--- config.mk ---
export PLATFORM = sky130hd
export DESIGN_NAME = vliwCore
export DESIGN_NICKNAME = d
export VERILOG_FILES = /design/src/hw/vliwPkg.sv /design/src/hw/bundleFetch.sv /design/src/hw/slotDecode.sv /design/src/hw/hazardCheck.sv /design/src/hw/registerFile.sv /design/src/hw/arithmeticUnit.sv /design/src/hw/vliwCore.sv
export SDC_FILE = /design/constraint.sdc
export NUM_CORES = 2
export LEC_CHECK = 0
export BUFFER_PORTS_ARGS = -buffer_cell sky130_fd_sc_hd__buf_2
export CAP_MARGIN = 0
export CORE_MARGIN = 2
export CORE_UTILIZATION = 45
export CTS_CLUSTER_SIZE = 40
export DETAILED_ROUTE_END_ITERATION = 8
export GPL_ROUTABILITY_DRIVEN = 0
export PLACE_DENSITY = 0.6
export SYNTH_ARGS = -nofsm -noshare
export SYNTH_HDL_FRONTEND = slang
export SYNTH_SLANG_ARGS = --single-unit
--- constraint.sdc ---
create_clock -name clock_i -period 4.1 [get_ports clock_i]
set_clock_uncertainty 0.1 [all_clocks]
set_input_delay 0 -clock clock_i [delete_from_list [all_inputs] [get_ports clock_i]]
set_output_delay 0 -clock clock_i [all_outputs]
set_load 0.05 [all_outputs]
--- src/hw/vliwPkg.sv ---
package vliwPkg;

	////////////////////////////////////////
	// widths and sizes
	////////////////////////////////////////

	localparam int dataWidth = 16;
	localparam int regCount = 32;
	localparam int regAddrWidth = 5;
	// register read, execute and writeback stages behind the issue point
	localparam int pipeDepth = 3;

	// axi4-lite response codes
	localparam logic [1:0] respOkay = 2'b00;
	localparam logic [1:0] respSlverr = 2'b10;

	// write offsets for the two halves of a bundle
	localparam logic [7:0] slotAOffset = 8'h00;
	localparam logic [7:0] slotBOffset = 8'h04;

	////////////////////////////////////////
	// instruction encoding
	////////////////////////////////////////

	// codes 9 to 15 are unused and behave as opNop
	typedef enum logic [3:0] {
		opAdd = 4'h0,
		opSub = 4'h1,
		opAnd = 4'h2,
		opOr  = 4'h3,
		opXor = 4'h4,
		opShl = 4'h5,
		opShr = 4'h6,
		opMov = 4'h7,
		opNop = 4'h8
	} opcode_e;

	// one slot of a bundle, msb first
	typedef struct packed {
		logic regImm;
		opcode_e opcode;
		logic [regAddrWidth-1:0] dest;
		logic [regAddrWidth-1:0] src;
		logic [dataWidth-1:0] imm;
		logic spare;
	} instr_t;

	typedef struct packed {
		opcode_e opcode;
		logic [regAddrWidth-1:0] dest;
		logic [regAddrWidth-1:0] src;
		logic [dataWidth-1:0] imm;
		logic regImm;
		logic readsDest;
		logic readsSrc;
		logic writes;
	} decodedSlot_t;

	typedef struct packed {
		instr_t slotA;
		instr_t slotB;
	} bundle_t;

	////////////////////////////////////////
	// host bus, write channel only
	////////////////////////////////////////

	typedef struct packed {
		logic awvalid;
		logic [7:0] awaddr;
		logic wvalid;
		logic [31:0] wdata;
		logic [3:0] wstrb;
		logic bready;
	} axiLiteReq_t;

	typedef struct packed {
		logic awready;
		logic wready;
		logic bvalid;
		logic [1:0] bresp;
	} axiLiteRsp_t;

	////////////////////////////////////////
	// pipeline payloads
	////////////////////////////////////////

	typedef struct packed {
		logic valid;
		opcode_e opcode;
		logic [regAddrWidth-1:0] dest;
		logic [dataWidth-1:0] primVal;
		logic [dataWidth-1:0] secVal;
	} execSlot_t;

	typedef struct packed {
		logic valid;
		logic [regAddrWidth-1:0] dest;
		logic [dataWidth-1:0] data;
	} wbLane_t;

endpackage

--- src/hw/bundleFetch.sv ---
module bundleFetch
	import vliwPkg::*;
(
	input  logic        clock_i,
	input  logic        reset_i,
	input  axiLiteReq_t axiReq_i,
	output axiLiteRsp_t axiRsp_o,
	input  logic        issue_i,
	output bundle_t     bundle_o,
	output logic        bundleValid_o
);

	// address and data holding registers
	logic awHeld;
	logic wHeld;
	logic [7:0] awAddr;
	logic [31:0] wData;
	logic [3:0] wStrb;

	// response channel
	logic bValid;
	logic [1:0] bResp;

	// slot a latch and the one-deep issue buffer
	instr_t slotA;
	bundle_t buffer;
	logic bufValid;

	logic awReady;
	logic wReady;
	logic awFire;
	logic wFire;
	logic bFire;
	logic isSlotA;
	logic isSlotB;
	logic doWrite;
	logic commit;

	// byte lanes not strobed keep their old contents
	function automatic logic [31:0] mergeStrobe(
		input logic [31:0] oldWord,
		input logic [31:0] newWord,
		input logic [3:0] strb
	);
		logic [31:0] merged;
		merged = oldWord;
		for (int i = 0; i < 4; i++)
		begin
			if (strb[i])
				merged[8*i +: 8] = newWord[8*i +: 8];
		end
		return merged;
	endfunction

	////////////////////////////////////////
	// handshakes
	////////////////////////////////////////

	// nothing new is taken while a response is outstanding
	assign awReady = !awHeld && !bValid;
	assign wReady = !wHeld && !bValid;
	assign awFire = axiReq_i.awvalid && awReady;
	assign wFire = axiReq_i.wvalid && wReady;
	assign bFire = bValid && axiReq_i.bready;

	assign isSlotA = (awAddr == slotAOffset);
	assign isSlotB = (awAddr == slotBOffset);

	// slot b stalls here while the buffer is still occupied
	// freeing and refilling in the same cycle is allowed
	assign doWrite = awHeld && wHeld && !bValid && (!isSlotB || !bufValid || issue_i);
	assign commit = doWrite && isSlotB;

	always_ff @(posedge clock_i)
	begin
		if (reset_i)
		begin
			awHeld <= 1'b0;
			wHeld <= 1'b0;
			bValid <= 1'b0;
			bufValid <= 1'b0;
		end
		else
		begin
			if (doWrite)
				awHeld <= 1'b0;
			else if (awFire)
				awHeld <= 1'b1;
			if (doWrite)
				wHeld <= 1'b0;
			else if (wFire)
				wHeld <= 1'b1;
			if (doWrite)
				bValid <= 1'b1;
			else if (bFire)
				bValid <= 1'b0;
			// buffer empties on issue unless a new bundle lands at once
			if (commit)
				bufValid <= 1'b1;
			else if (issue_i)
				bufValid <= 1'b0;
		end
	end

	////////////////////////////////////////
	// payload
	////////////////////////////////////////

	always_ff @(posedge clock_i)
	begin
		if (awFire)
			awAddr <= axiReq_i.awaddr;
		if (wFire)
		begin
			wData <= axiReq_i.wdata;
			wStrb <= axiReq_i.wstrb;
		end
		// unknown offsets only get an error response
		if (doWrite)
			bResp <= (isSlotA || isSlotB) ? respOkay : respSlverr;
		if (doWrite && isSlotA)
			slotA <= instr_t'(mergeStrobe(slotA, wData, wStrb));
		if (commit)
		begin
			buffer.slotA <= slotA;
			buffer.slotB <= instr_t'(mergeStrobe(buffer.slotB, wData, wStrb));
		end
	end

	assign axiRsp_o.awready = awReady;
	assign axiRsp_o.wready = wReady;
	assign axiRsp_o.bvalid = bValid;
	assign axiRsp_o.bresp = bResp;

	assign bundle_o = buffer;
	assign bundleValid_o = bufValid;

endmodule

--- src/hw/slotDecode.sv ---
module slotDecode
	import vliwPkg::*;
(
	input  instr_t       instr_i,
	output decodedSlot_t slot_o
);

	logic writes;
	logic readsDest;

	// register-use flags per opcode
	always_comb
	begin
		case (instr_i.opcode)
			opAdd, opSub, opAnd, opOr, opXor, opShl, opShr:
			begin
				writes = 1'b1;
				readsDest = 1'b1;
			end
			// move overwrites dest without looking at it
			opMov:
			begin
				writes = 1'b1;
				readsDest = 1'b0;
			end
			// opNop and every unused code
			default:
			begin
				writes = 1'b0;
				readsDest = 1'b0;
			end
		endcase
	end

	assign slot_o.opcode = instr_i.opcode;
	assign slot_o.dest = instr_i.dest;
	assign slot_o.src = instr_i.src;
	assign slot_o.imm = instr_i.imm;
	assign slot_o.regImm = instr_i.regImm;
	assign slot_o.readsDest = readsDest;
	assign slot_o.writes = writes;
	// src register is the second operand of any writing op in reg-reg form,
	// a register move included
	assign slot_o.readsSrc = writes && !instr_i.regImm;

endmodule

--- src/hw/hazardCheck.sv ---
module hazardCheck
	import vliwPkg::*;
(
	input  logic         clock_i,
	input  logic         reset_i,
	input  logic         bundleValid_i,
	input  decodedSlot_t slotA_i,
	input  decodedSlot_t slotB_i,
	output logic         issue_o
);

	// stage 0 is register read, stage 2 is writeback
	logic [pipeDepth-1:0] pendA;
	logic [pipeDepth-1:0] pendB;
	logic [pipeDepth-1:0][regAddrWidth-1:0] destA;
	logic [pipeDepth-1:0][regAddrWidth-1:0] destB;
	logic hazard;

	// true when any in-flight lane still has to write addr
	function automatic logic regBusy(input logic [regAddrWidth-1:0] addr);
		logic busy;
		busy = 1'b0;
		for (int s = 0; s < pipeDepth; s++)
		begin
			if ((pendA[s] && destA[s] == addr) || (pendB[s] && destB[s] == addr))
				busy = 1'b1;
		end
		return busy;
	endfunction

	////////////////////////////////////////
	// issue decision
	////////////////////////////////////////

	// a write in the writeback stage lands at the end of the cycle,
	// so it still blocks a reader this cycle
	always_comb
	begin
		hazard = (slotA_i.readsDest && regBusy(slotA_i.dest))
			|| (slotA_i.readsSrc && regBusy(slotA_i.src))
			|| (slotB_i.readsDest && regBusy(slotB_i.dest))
			|| (slotB_i.readsSrc && regBusy(slotB_i.src));
	end

	assign issue_o = bundleValid_i && !hazard;

	////////////////////////////////////////
	// scoreboard shift
	////////////////////////////////////////

	// the pipe never stalls after issue, so entries shift every cycle
	// and fall out once their bundle has written back
	always_ff @(posedge clock_i)
	begin
		if (reset_i)
		begin
			pendA <= '0;
			pendB <= '0;
		end
		else
		begin
			pendA <= {pendA[pipeDepth-2:0], issue_o && slotA_i.writes};
			pendB <= {pendB[pipeDepth-2:0], issue_o && slotB_i.writes};
		end
	end

	always_ff @(posedge clock_i)
	begin
		destA <= {destA[pipeDepth-2:0], slotA_i.dest};
		destB <= {destB[pipeDepth-2:0], slotB_i.dest};
	end

endmodule

--- src/hw/registerFile.sv ---
module registerFile
	import vliwPkg::*;
(
	input  logic         clock_i,
	input  logic         reset_i,
	input  logic         issue_i,
	input  decodedSlot_t slotA_i,
	input  decodedSlot_t slotB_i,
	input  wbLane_t      wbA_i,
	input  wbLane_t      wbB_i,
	output execSlot_t    execA_o,
	output execSlot_t    execB_o
);

	logic [dataWidth-1:0] regs [regCount];

	// four read ports
	logic [dataWidth-1:0] rdDestA;
	logic [dataWidth-1:0] rdSrcA;
	logic [dataWidth-1:0] rdDestB;
	logic [dataWidth-1:0] rdSrcB;

	// operand selection, same for both lanes
	function automatic execSlot_t buildExec(
		input decodedSlot_t slot,
		input logic [dataWidth-1:0] destVal,
		input logic [dataWidth-1:0] srcVal
	);
		execSlot_t ex;
		ex.valid = 1'b0;
		ex.opcode = slot.opcode;
		ex.dest = slot.dest;
		ex.primVal = destVal;
		ex.secVal = slot.regImm ? slot.imm : srcVal;
		return ex;
	endfunction

	////////////////////////////////////////
	// write ports
	////////////////////////////////////////

	// lane b is written last so it wins on equal addresses
	always_ff @(posedge clock_i)
	begin
		if (reset_i)
		begin
			for (int i = 0; i < regCount; i++)
				regs[i] <= '0;
		end
		else
		begin
			if (wbA_i.valid)
				regs[wbA_i.dest] <= wbA_i.data;
			if (wbB_i.valid)
				regs[wbB_i.dest] <= wbB_i.data;
		end
	end

	////////////////////////////////////////
	// read stage
	////////////////////////////////////////

	assign rdDestA = regs[slotA_i.dest];
	assign rdSrcA = regs[slotA_i.src];
	assign rdDestB = regs[slotB_i.dest];
	assign rdSrcB = regs[slotB_i.src];

	// both lanes sample the file before their own bundle writes
	always_ff @(posedge clock_i)
	begin
		execA_o <= buildExec(slotA_i, rdDestA, rdSrcA);
		execB_o <= buildExec(slotB_i, rdDestB, rdSrcB);
		if (reset_i)
		begin
			execA_o.valid <= 1'b0;
			execB_o.valid <= 1'b0;
		end
		else
		begin
			execA_o.valid <= issue_i;
			execB_o.valid <= issue_i;
		end
	end

endmodule

--- src/hw/arithmeticUnit.sv ---
module arithmeticUnit
	import vliwPkg::*;
(
	input  logic      clock_i,
	input  logic      reset_i,
	input  execSlot_t exec_i,
	output wbLane_t   wb_o
);

	logic writesOp;
	logic [dataWidth-1:0] result;
	// execute stage register ahead of writeback
	wbLane_t execStage;

	// shifts use the low 4 bits of the second operand
	always_comb
	begin
		writesOp = 1'b1;
		result = '0;
		case (exec_i.opcode)
			opAdd: result = exec_i.primVal + exec_i.secVal;
			opSub: result = exec_i.primVal - exec_i.secVal;
			opAnd: result = exec_i.primVal & exec_i.secVal;
			opOr: result = exec_i.primVal | exec_i.secVal;
			opXor: result = exec_i.primVal ^ exec_i.secVal;
			opShl: result = exec_i.primVal << exec_i.secVal[3:0];
			opShr: result = exec_i.primVal >> exec_i.secVal[3:0];
			opMov: result = exec_i.secVal;
			// nop and unused codes never write back
			default: writesOp = 1'b0;
		endcase
	end

	////////////////////////////////////////
	// execute and writeback registers
	////////////////////////////////////////

	always_ff @(posedge clock_i)
	begin
		execStage.dest <= exec_i.dest;
		execStage.data <= result;
		wb_o <= execStage;
		if (reset_i)
		begin
			execStage.valid <= 1'b0;
			wb_o.valid <= 1'b0;
		end
		else
		begin
			execStage.valid <= exec_i.valid && writesOp;
		end
	end

endmodule

--- src/hw/vliwCore.sv ---
module vliwCore
	import vliwPkg::*;
(
	input  logic        clock_i,
	input  logic        reset_i,
	input  axiLiteReq_t axiReq_i,
	output axiLiteRsp_t axiRsp_o,
	output wbLane_t     wbA_o,
	output wbLane_t     wbB_o
);

	// fetch out, decode and scoreboard in
	bundle_t bundle;
	logic bundleValid;
	logic issue;

	// decode out
	decodedSlot_t slotA;
	decodedSlot_t slotB;

	// register read out, lanes in
	execSlot_t execA;
	execSlot_t execB;

	////////////////////////////////////////
	// front end
	////////////////////////////////////////

	bundleFetch fetch (
		.clock_i      (clock_i),
		.reset_i      (reset_i),
		.axiReq_i     (axiReq_i),
		.axiRsp_o     (axiRsp_o),
		.issue_i      (issue),
		.bundle_o     (bundle),
		.bundleValid_o(bundleValid)
	);

	slotDecode decodeA (
		.instr_i(bundle.slotA),
		.slot_o (slotA)
	);

	slotDecode decodeB (
		.instr_i(bundle.slotB),
		.slot_o (slotB)
	);

	// holds the buffered bundle back while its sources are in flight
	hazardCheck scoreboard (
		.clock_i      (clock_i),
		.reset_i      (reset_i),
		.bundleValid_i(bundleValid),
		.slotA_i      (slotA),
		.slotB_i      (slotB),
		.issue_o      (issue)
	);

	////////////////////////////////////////
	// back end
	////////////////////////////////////////

	// writebacks feed back into the file and leave at the top ports
	registerFile registers (
		.clock_i(clock_i),
		.reset_i(reset_i),
		.issue_i(issue),
		.slotA_i(slotA),
		.slotB_i(slotB),
		.wbA_i  (wbA_o),
		.wbB_i  (wbB_o),
		.execA_o(execA),
		.execB_o(execB)
	);

	arithmeticUnit laneA (
		.clock_i(clock_i),
		.reset_i(reset_i),
		.exec_i (execA),
		.wb_o   (wbA_o)
	);

	arithmeticUnit laneB (
		.clock_i(clock_i),
		.reset_i(reset_i),
		.exec_i (execB),
		.wb_o   (wbB_o)
	);

endmodule

## After elaboration in Yosys (flattened, before gate mapping)

Memories as Yosys holds them, arrays and structs flattened. A register that Yosys moved wholly into a read port is not among the register bits.
Cells that the tools add are included.

- $add $sub $neg: 4
- $mul: 0
- Div/mod/pow operators: 0
- Magnitude comparators: 0
- Equality and inequality tests: 39
- Shifts and indexed selects: 4
- Muxes and demuxes: 43
- Bitwise operators: 6
- Reduce and logical (&&, ||, !) cells: 89

Operator list:

| kind | number |
|---|---|
| $pmux 16 s8 | 2 |
| $eq 5x5->1 | 24 |
| $mux 16 | 4 |
| $logic_and 1x1->1 | 45 |
| $add 16x16->16 | 2 |
| $and 16x16->16 | 2 |
| $eq 4x3->1 const B | 8 |
| $or 16x16->16 | 2 |
| $reduce_or 16->1 | 2 |
| $shl 16x4->16 | 2 |
| $shr 16x4->16 | 2 |
| $sub 16x16->16 | 2 |
| $xor 16x16->16 | 2 |
| $mux 1 | 28 |
| $mux 5 | 4 |
| $logic_or 1x1->1 | 18 |
| $eq 4x2->1 const B | 4 |
| $reduce_and 2->1 | 8 |
| $reduce_or 8->1 | 2 |
| $eq 4x1->1 const B | 2 |
| $eq 8x3->1 const B | 1 |
| $logic_not 1->1 | 8 |
| $logic_not 4->1 | 2 |
| $logic_not 8->1 | 1 |
| other kinds (4) | 8 |

- Flip-flop bits (word level): 288
- Bits in latches: 0
- Bits in writable memories: 512
- Memory bits (read-only): 16
- Output and inout bits: 49
- Logic and storage cells: 238
- Memories kept: 3

Memories:

| memory | depth | bits a word | read ports | clocked after memory_dff | write ports | RTL line | source |
|---|---|---|---|---|---|---|---|
| registers.regs | 32 | 16 | 4 | 4 | 32 | registerFile.sv:15 | `logic [dataWidth-1:0] regs [regCount];` |
| (name not given) | 8 | 1 | 1 | 1 | 0 | slotDecode.sv:14 | `case (instr_i.opcode)` |
| (name not given) | 8 | 1 | 1 | 1 | 0 | slotDecode.sv:14 |  |

## Logic depth before layout (Yosys ltp)

- Depth in word-level cells: 17
- Depth in mapped cells: 19

## By module

From an unflattened synthesis, not the netlist that was laid out.

- Cells, all modules: 4546
- Area total of the unflattened synthesis: 56106.3 sq um

Modules (own cells, without submodules):

| module | times used | cells an instance | area an instance (sq um) | sequential area each (sq um) |
|---|---|---|---|---|
| registerFile | 1 | 2944 | 39974.6 | 17036.3 |
| bundleFetch | 1 | 191 | 4640.7 | 4314.1 |
| arithmeticUnit at laneB | 1 | 557 | 4458.0 | 880.8 |
| arithmeticUnit at laneA | 1 | 542 | 4274.1 | 880.8 |
| hazardCheck | 1 | 244 | 2265.9 | 720.7 |
| slotDecode | 2 | 34 | 246.5 | 0.0 |

## Least setup slack after synthesis

Ideal clock, no wire load.

- Kind: register -> register
- From: register registers.execB_o[1] in the netlist's numbering
- To: register laneB.execStage[15] in the netlist's numbering
- Data arrival time: 3729 ps
- Data required time: 3863 ps
- Slack: 134 ps
- Cell stages (with the launch flop): 18
- Path buffers: 3
- Period minus slack after synthesis: 3966 ps
- Cell sequence: dfxtp_1 > clkbuf_1 > inv_2 > buf_2 > buf_2 > ha_1 > nand2_1 > o21ai_0 > nand2_1 > xnor2_1 > ha_1 > a2111o_1 > o221ai_2 > nor2b_1 > or4_1 > a31oi_1 > xnor2_1 > o221ai_1

- Longest elaborated chain between the ends: 2

Ends and longest elaborated chain:

| what | RTL line | source |
|---|---|---|
| start: declaration | registerFile.sv:12 | `output execSlot_t execB_o` |
| start signal: assignment | registerFile.sv:72 | `execB_o <= buildExec(slotB_i, rdDestB, rdSrcB);` |
| $sub 16x16->16, or another cell as far along | arithmeticUnit.sv:22 | `opSub: result = exec_i.primVal - exec_i.secVal;` |
| $pmux 16 s8 (*) | arithmeticUnit.sv:20 | `case (exec_i.opcode)` |
| net laneB.result[15] | arithmeticUnit.sv:11 | `logic [dataWidth-1:0] result;` |
| end: declaration | arithmeticUnit.sv:13 | `wbLane_t execStage;` |

Mark *: on every way through the listed nets, which the timed path passes. The rest lies on a longest branch.
A chain may end at the register's enable or synchronous reset.

## Worst setup path in the final report

- From: register registers.execB_o[38] in the netlist's numbering
- To: register laneB.execStage[15] in the netlist's numbering

- Longest elaborated chain between the ends: 2

Ends and longest elaborated chain:

| what | RTL line |
|---|---|
| $eq 4x3->1, or another cell as far along | arithmeticUnit.sv:20 |
| $pmux 16 s8 (*) | arithmeticUnit.sv:20 |
| net laneB.result[15] | arithmeticUnit.sv:11 |

Marks and branches as above.

==> out/qor.csv <==
stage;metric;value;unit
setup_path;worst r2r src;registers.execB_o[38];
cells_and_area;most frequent cells in the layout;mux4_2 (654), edfxtp_1 (649), a22o_1 (512);
drt;vias;40500;
floorplanning;Core Rows;126;
clock_network;clk sinks;842;
setup_path;critical path's slowest cell;a2111o_1;
clock_network;H-tree Lvls;3;
logic_synthesis;Syn Nets;3965;
drt;Wirelength per Cell;38.2;um
logic_synthesis;post-synth top area cell;edfxtp_1;
logic_synthesis;yosys warns;0;
logic_synthesis;Yosys cell types;80;
place;HPWL after DPL;139;mm
global_route;GRT met1 Usage;42.3;%
timing;Final setup viols;0;
cells_and_area;Area growth syn-to-layout;13.5;%
global_route;via count of the first global-routing pass;39400;
global_route;largest net degree at the start of global routing;85;
timing;Final min period;3.79;ns
timing;RSZ-0062 raised after global routing;false;
logic_synthesis;Mapped Cells;3816;
floorplanning;die width;350;um
cells_and_area;Multi-input gate area;28600;um2
cells_and_area;commonest non-fill, non-tap cell in the layout;mux4_2;
timing;Slew @ Worst Pin;1.44;ns
setup_path;Crit. Startpoint;registers.execB_o[38];
power_and_ir_drop;power per cell area;321;nW/um2
global_route;met2 global-route usage;51.3;%
cells_and_area;final core occ;51.6;%
timing;Slew HR;3.47;%
setup_path;Crit path required time;4.57;ns
global_route;All-Layer GR Usage;34.4;%
drt;final wirelength;212;mm
logic_synthesis;Synth Register Bits;842;
timing;fin crit share;92.3;%
clock_network;clock-pin slew on the worst setup and hold paths;0.07;ns
global_route;total grt overflow;0;
global_route;global routing's busiest layer;met2;
setup_path;startpoint types;flop;
floorplanning;I/O pins;98;
clock_network;CTS max path bufs;3;
floorplanning;full die area;122000;um2
logic_synthesis;post-synthesis sequential area ratio;43.5;%
floorplanning;core area;118000;um2
global_route;wire length of the first global-routing pass;295;mm
logic_synthesis;Post-Syn Area per Cell;14.1;um2
logic_synthesis;Post-synth EDFFs;649;
cells_and_area;layout net count;4079;
logic_synthesis;Mapped Area;53700;um2
floorplanning;Initial Utilization;45.4;%
power_and_ir_drop;maximum VDD drop;329;uV
logic_synthesis;ys flop type;edfxtp_1;
clock_network;clock root cell;clkbuf_16;
setup_path;CP arrival;4.25;ns
power_and_ir_drop;Leakage;21.7;nW
drt;vias per cell;7.32;
place;port buffer count;95;
timing;fin. max-slew vios;0;
drt;first-pass iteration count of the detailed router;6;
hold_path;HP Start;reset_i;
global_route;GR Util met3;11.6;%
status;status;complete, no violations;
drt;Remaining DRCs;0;
drt;Iter 0 DRT Violations;6308;
global_route;initial antenna violation count;9;
clock_network;CTS tree;done;
cells_and_area;number of fill cells;9828;
drt;antenna-violating nets left;0;
setup_path;critical path type;flop to flop;
timing;final hold slack;0.183;ns
floorplanning;die height;350;um
logic_synthesis;Area contributors post-synth;edfxtp_1 (36%), mux4_2 (27%), a22o_1 (8.3%);
timing;FMAX;264;MHz
cells_and_area;register area;23400;um2
clock_network;Worst-Skew Late Latency;0.72;ns
hold_path;Hold Crit Class;input port to flop;
job;max cap viols;0;
cells_and_area;layout cells sized above 1;31.8;%
logic_synthesis;Async S/R FF share, synth;0;%
setup_path;CP Capture Type;flop;
setup_path;worst path cell trace;nor3_1 > nand2_1 > o21ai_0 > nand2_1 > xnor2_1 > ha_1 > a2111o_1 > o221ai_2 > nor2b_1 > or4_1 > a31oi_1 > xnor2_1 > o221ai_1;
setup_path;Max stage delay on crit path;0.45;ns
timing;Final TNS setup;0;ns
clock_network;total CTS buffers;93;
clock_network;postcts setup bufs;0;
setup_path;critical path fanouts, max;9;
timing;Final Hold Viols;0;
logic_synthesis;top-area cell type share of the netlist area;36.3;%
-- where the power goes --
part	switching (W)	leakage, nW	internal, W
sequential	0.000230	8.15	0.00941
combinational	0.000713	12.1	0.000575
clock	0.00370	1.50	0.00496
total	0.00464	21.7	0.0149
-- flip-flops by register name, indices dropped and copies added (netlist names), named ones only --
| register | flops |
|---|---|
| fetch.awAddr | 8 |
| fetch.awHeld | 1 |
| fetch.bResp | 1 |
| fetch.bValid | 1 |
| fetch.bundleValid_o | 1 |
| fetch.bundle_o | 62 |
| fetch.slotA | 31 |
| fetch.wData | 31 |
| fetch.wHeld | 1 |
| fetch.wStrb | 4 |
| laneA.execStage | 22 |
| laneA.wb_o | 22 |
| laneB.execStage | 22 |
| laneB.wb_o | 22 |
| registers.execA_o | 42 |
| registers.execB_o | 41 |
| registers.regs | 512 |
| scoreboard.pendA | 3 |
| scoreboard.pendB | 3 |
-- logic make-up (layout without fill, tap and decap cells) --
logic type / Yosys count / after routing / synth area share, %
AND/OR/NAND/NOR: 544 / 544 / 4.86
flip-flops: 842 / 842 / 43.5
other: 1 / 2 / 0.00698
AO/OA/AOI/OAI: 901 / 901 / 13.1
adder cells (fa/ha/maj): 100 / 100 / 2.36
buffers and inverters: 496 / 685 / 3.84
XOR/XNOR: 168 / 168 / 2.74
multiplexers: 764 / 764 / 29.6
-- routing by layer --
metal | share of wire, % | wire, um
met3 | 14 | 29000
met5 | 0.036 | 76
met2 | 44 | 93900
met1 | 34 | 71500
met4 | 8.2 | 17400
-- stage by stage --
step           std cells  total power (W)  setup slack (ns)  instance area, um2
6_report            5542           0.0196             0.315               61000
5_1_grt             5541           0.0200            0.0770               61000
4_1_cts             5541           0.0195             0.320               61000
3_5_place_dp        5278           0.0110             0.330               56900
3_3_place_gp        5278           0.0110             0.387               56900
2_1_floorplan       3816           0.0105             0.134               53700
-- Yosys cell counts, types with 33 or more instances --
| library cell | number |
|---|---|
| a22o_1 | 512 |
| nor2_1 | 160 |
| nor3_1 | 79 |
| inv_1 | 77 |
| buf_2 | 91 |
| nor4_1 | 33 |
| mux4_2 | 654 |
| o21ai_0 | 138 |
| xnor2_1 | 67 |
| nand3_1 | 40 |
| ha_1 | 98 |
| mux2_2 | 36 |
| nand2_1 | 112 |
| edfxtp_1 | 649 |
| dfxtp_1 | 193 |
| clkbuf_1 | 281 |
| xor2_1 | 101 |
| a21oi_1 | 54 |
| mux2i_1 | 63 |
-- worst max-delay path, delay by kind of cell, from the launching register on --
family / cells / cell delay (ns)
simple gates: 5 / 1.19
compound gates: 5 / 1.28
fa+ha+maj: 1 / 0.39
xor+xnor: 2 / 0.30
flops: 1 / 0.38
-- cell type report --
type	count	area share [%]
Sequential cell	842	38.3
Timing Repair Buffer	435	6.07
Clock inverter	40	0.640
Multi-Input combinational cell	2478	46.9
Antenna cell	1	0.00410
Tap cell	1536	3.15
Inverter	80	0.493
Clock buffer	130	4.42
-- final timing paths --
path                                       endpoint  slack, ns  cells after the start
worst max-delay path            laneB.execStage[15]       0.31                     13
worst min-delay path            scoreboard.pendA[2]       0.18                      3
worst max register to register  laneB.execStage[15]       0.31                     13
worst min register to register        laneB.wb_o[1]       0.22                      0
-- timing repair --
item | in CTS | in global routing
hold buffers | 93 | 0
resized for setup | 0 | 0
hold endpoints to repair | 66 | 0
No activity file was read; power rests on OpenSTA's default activity.
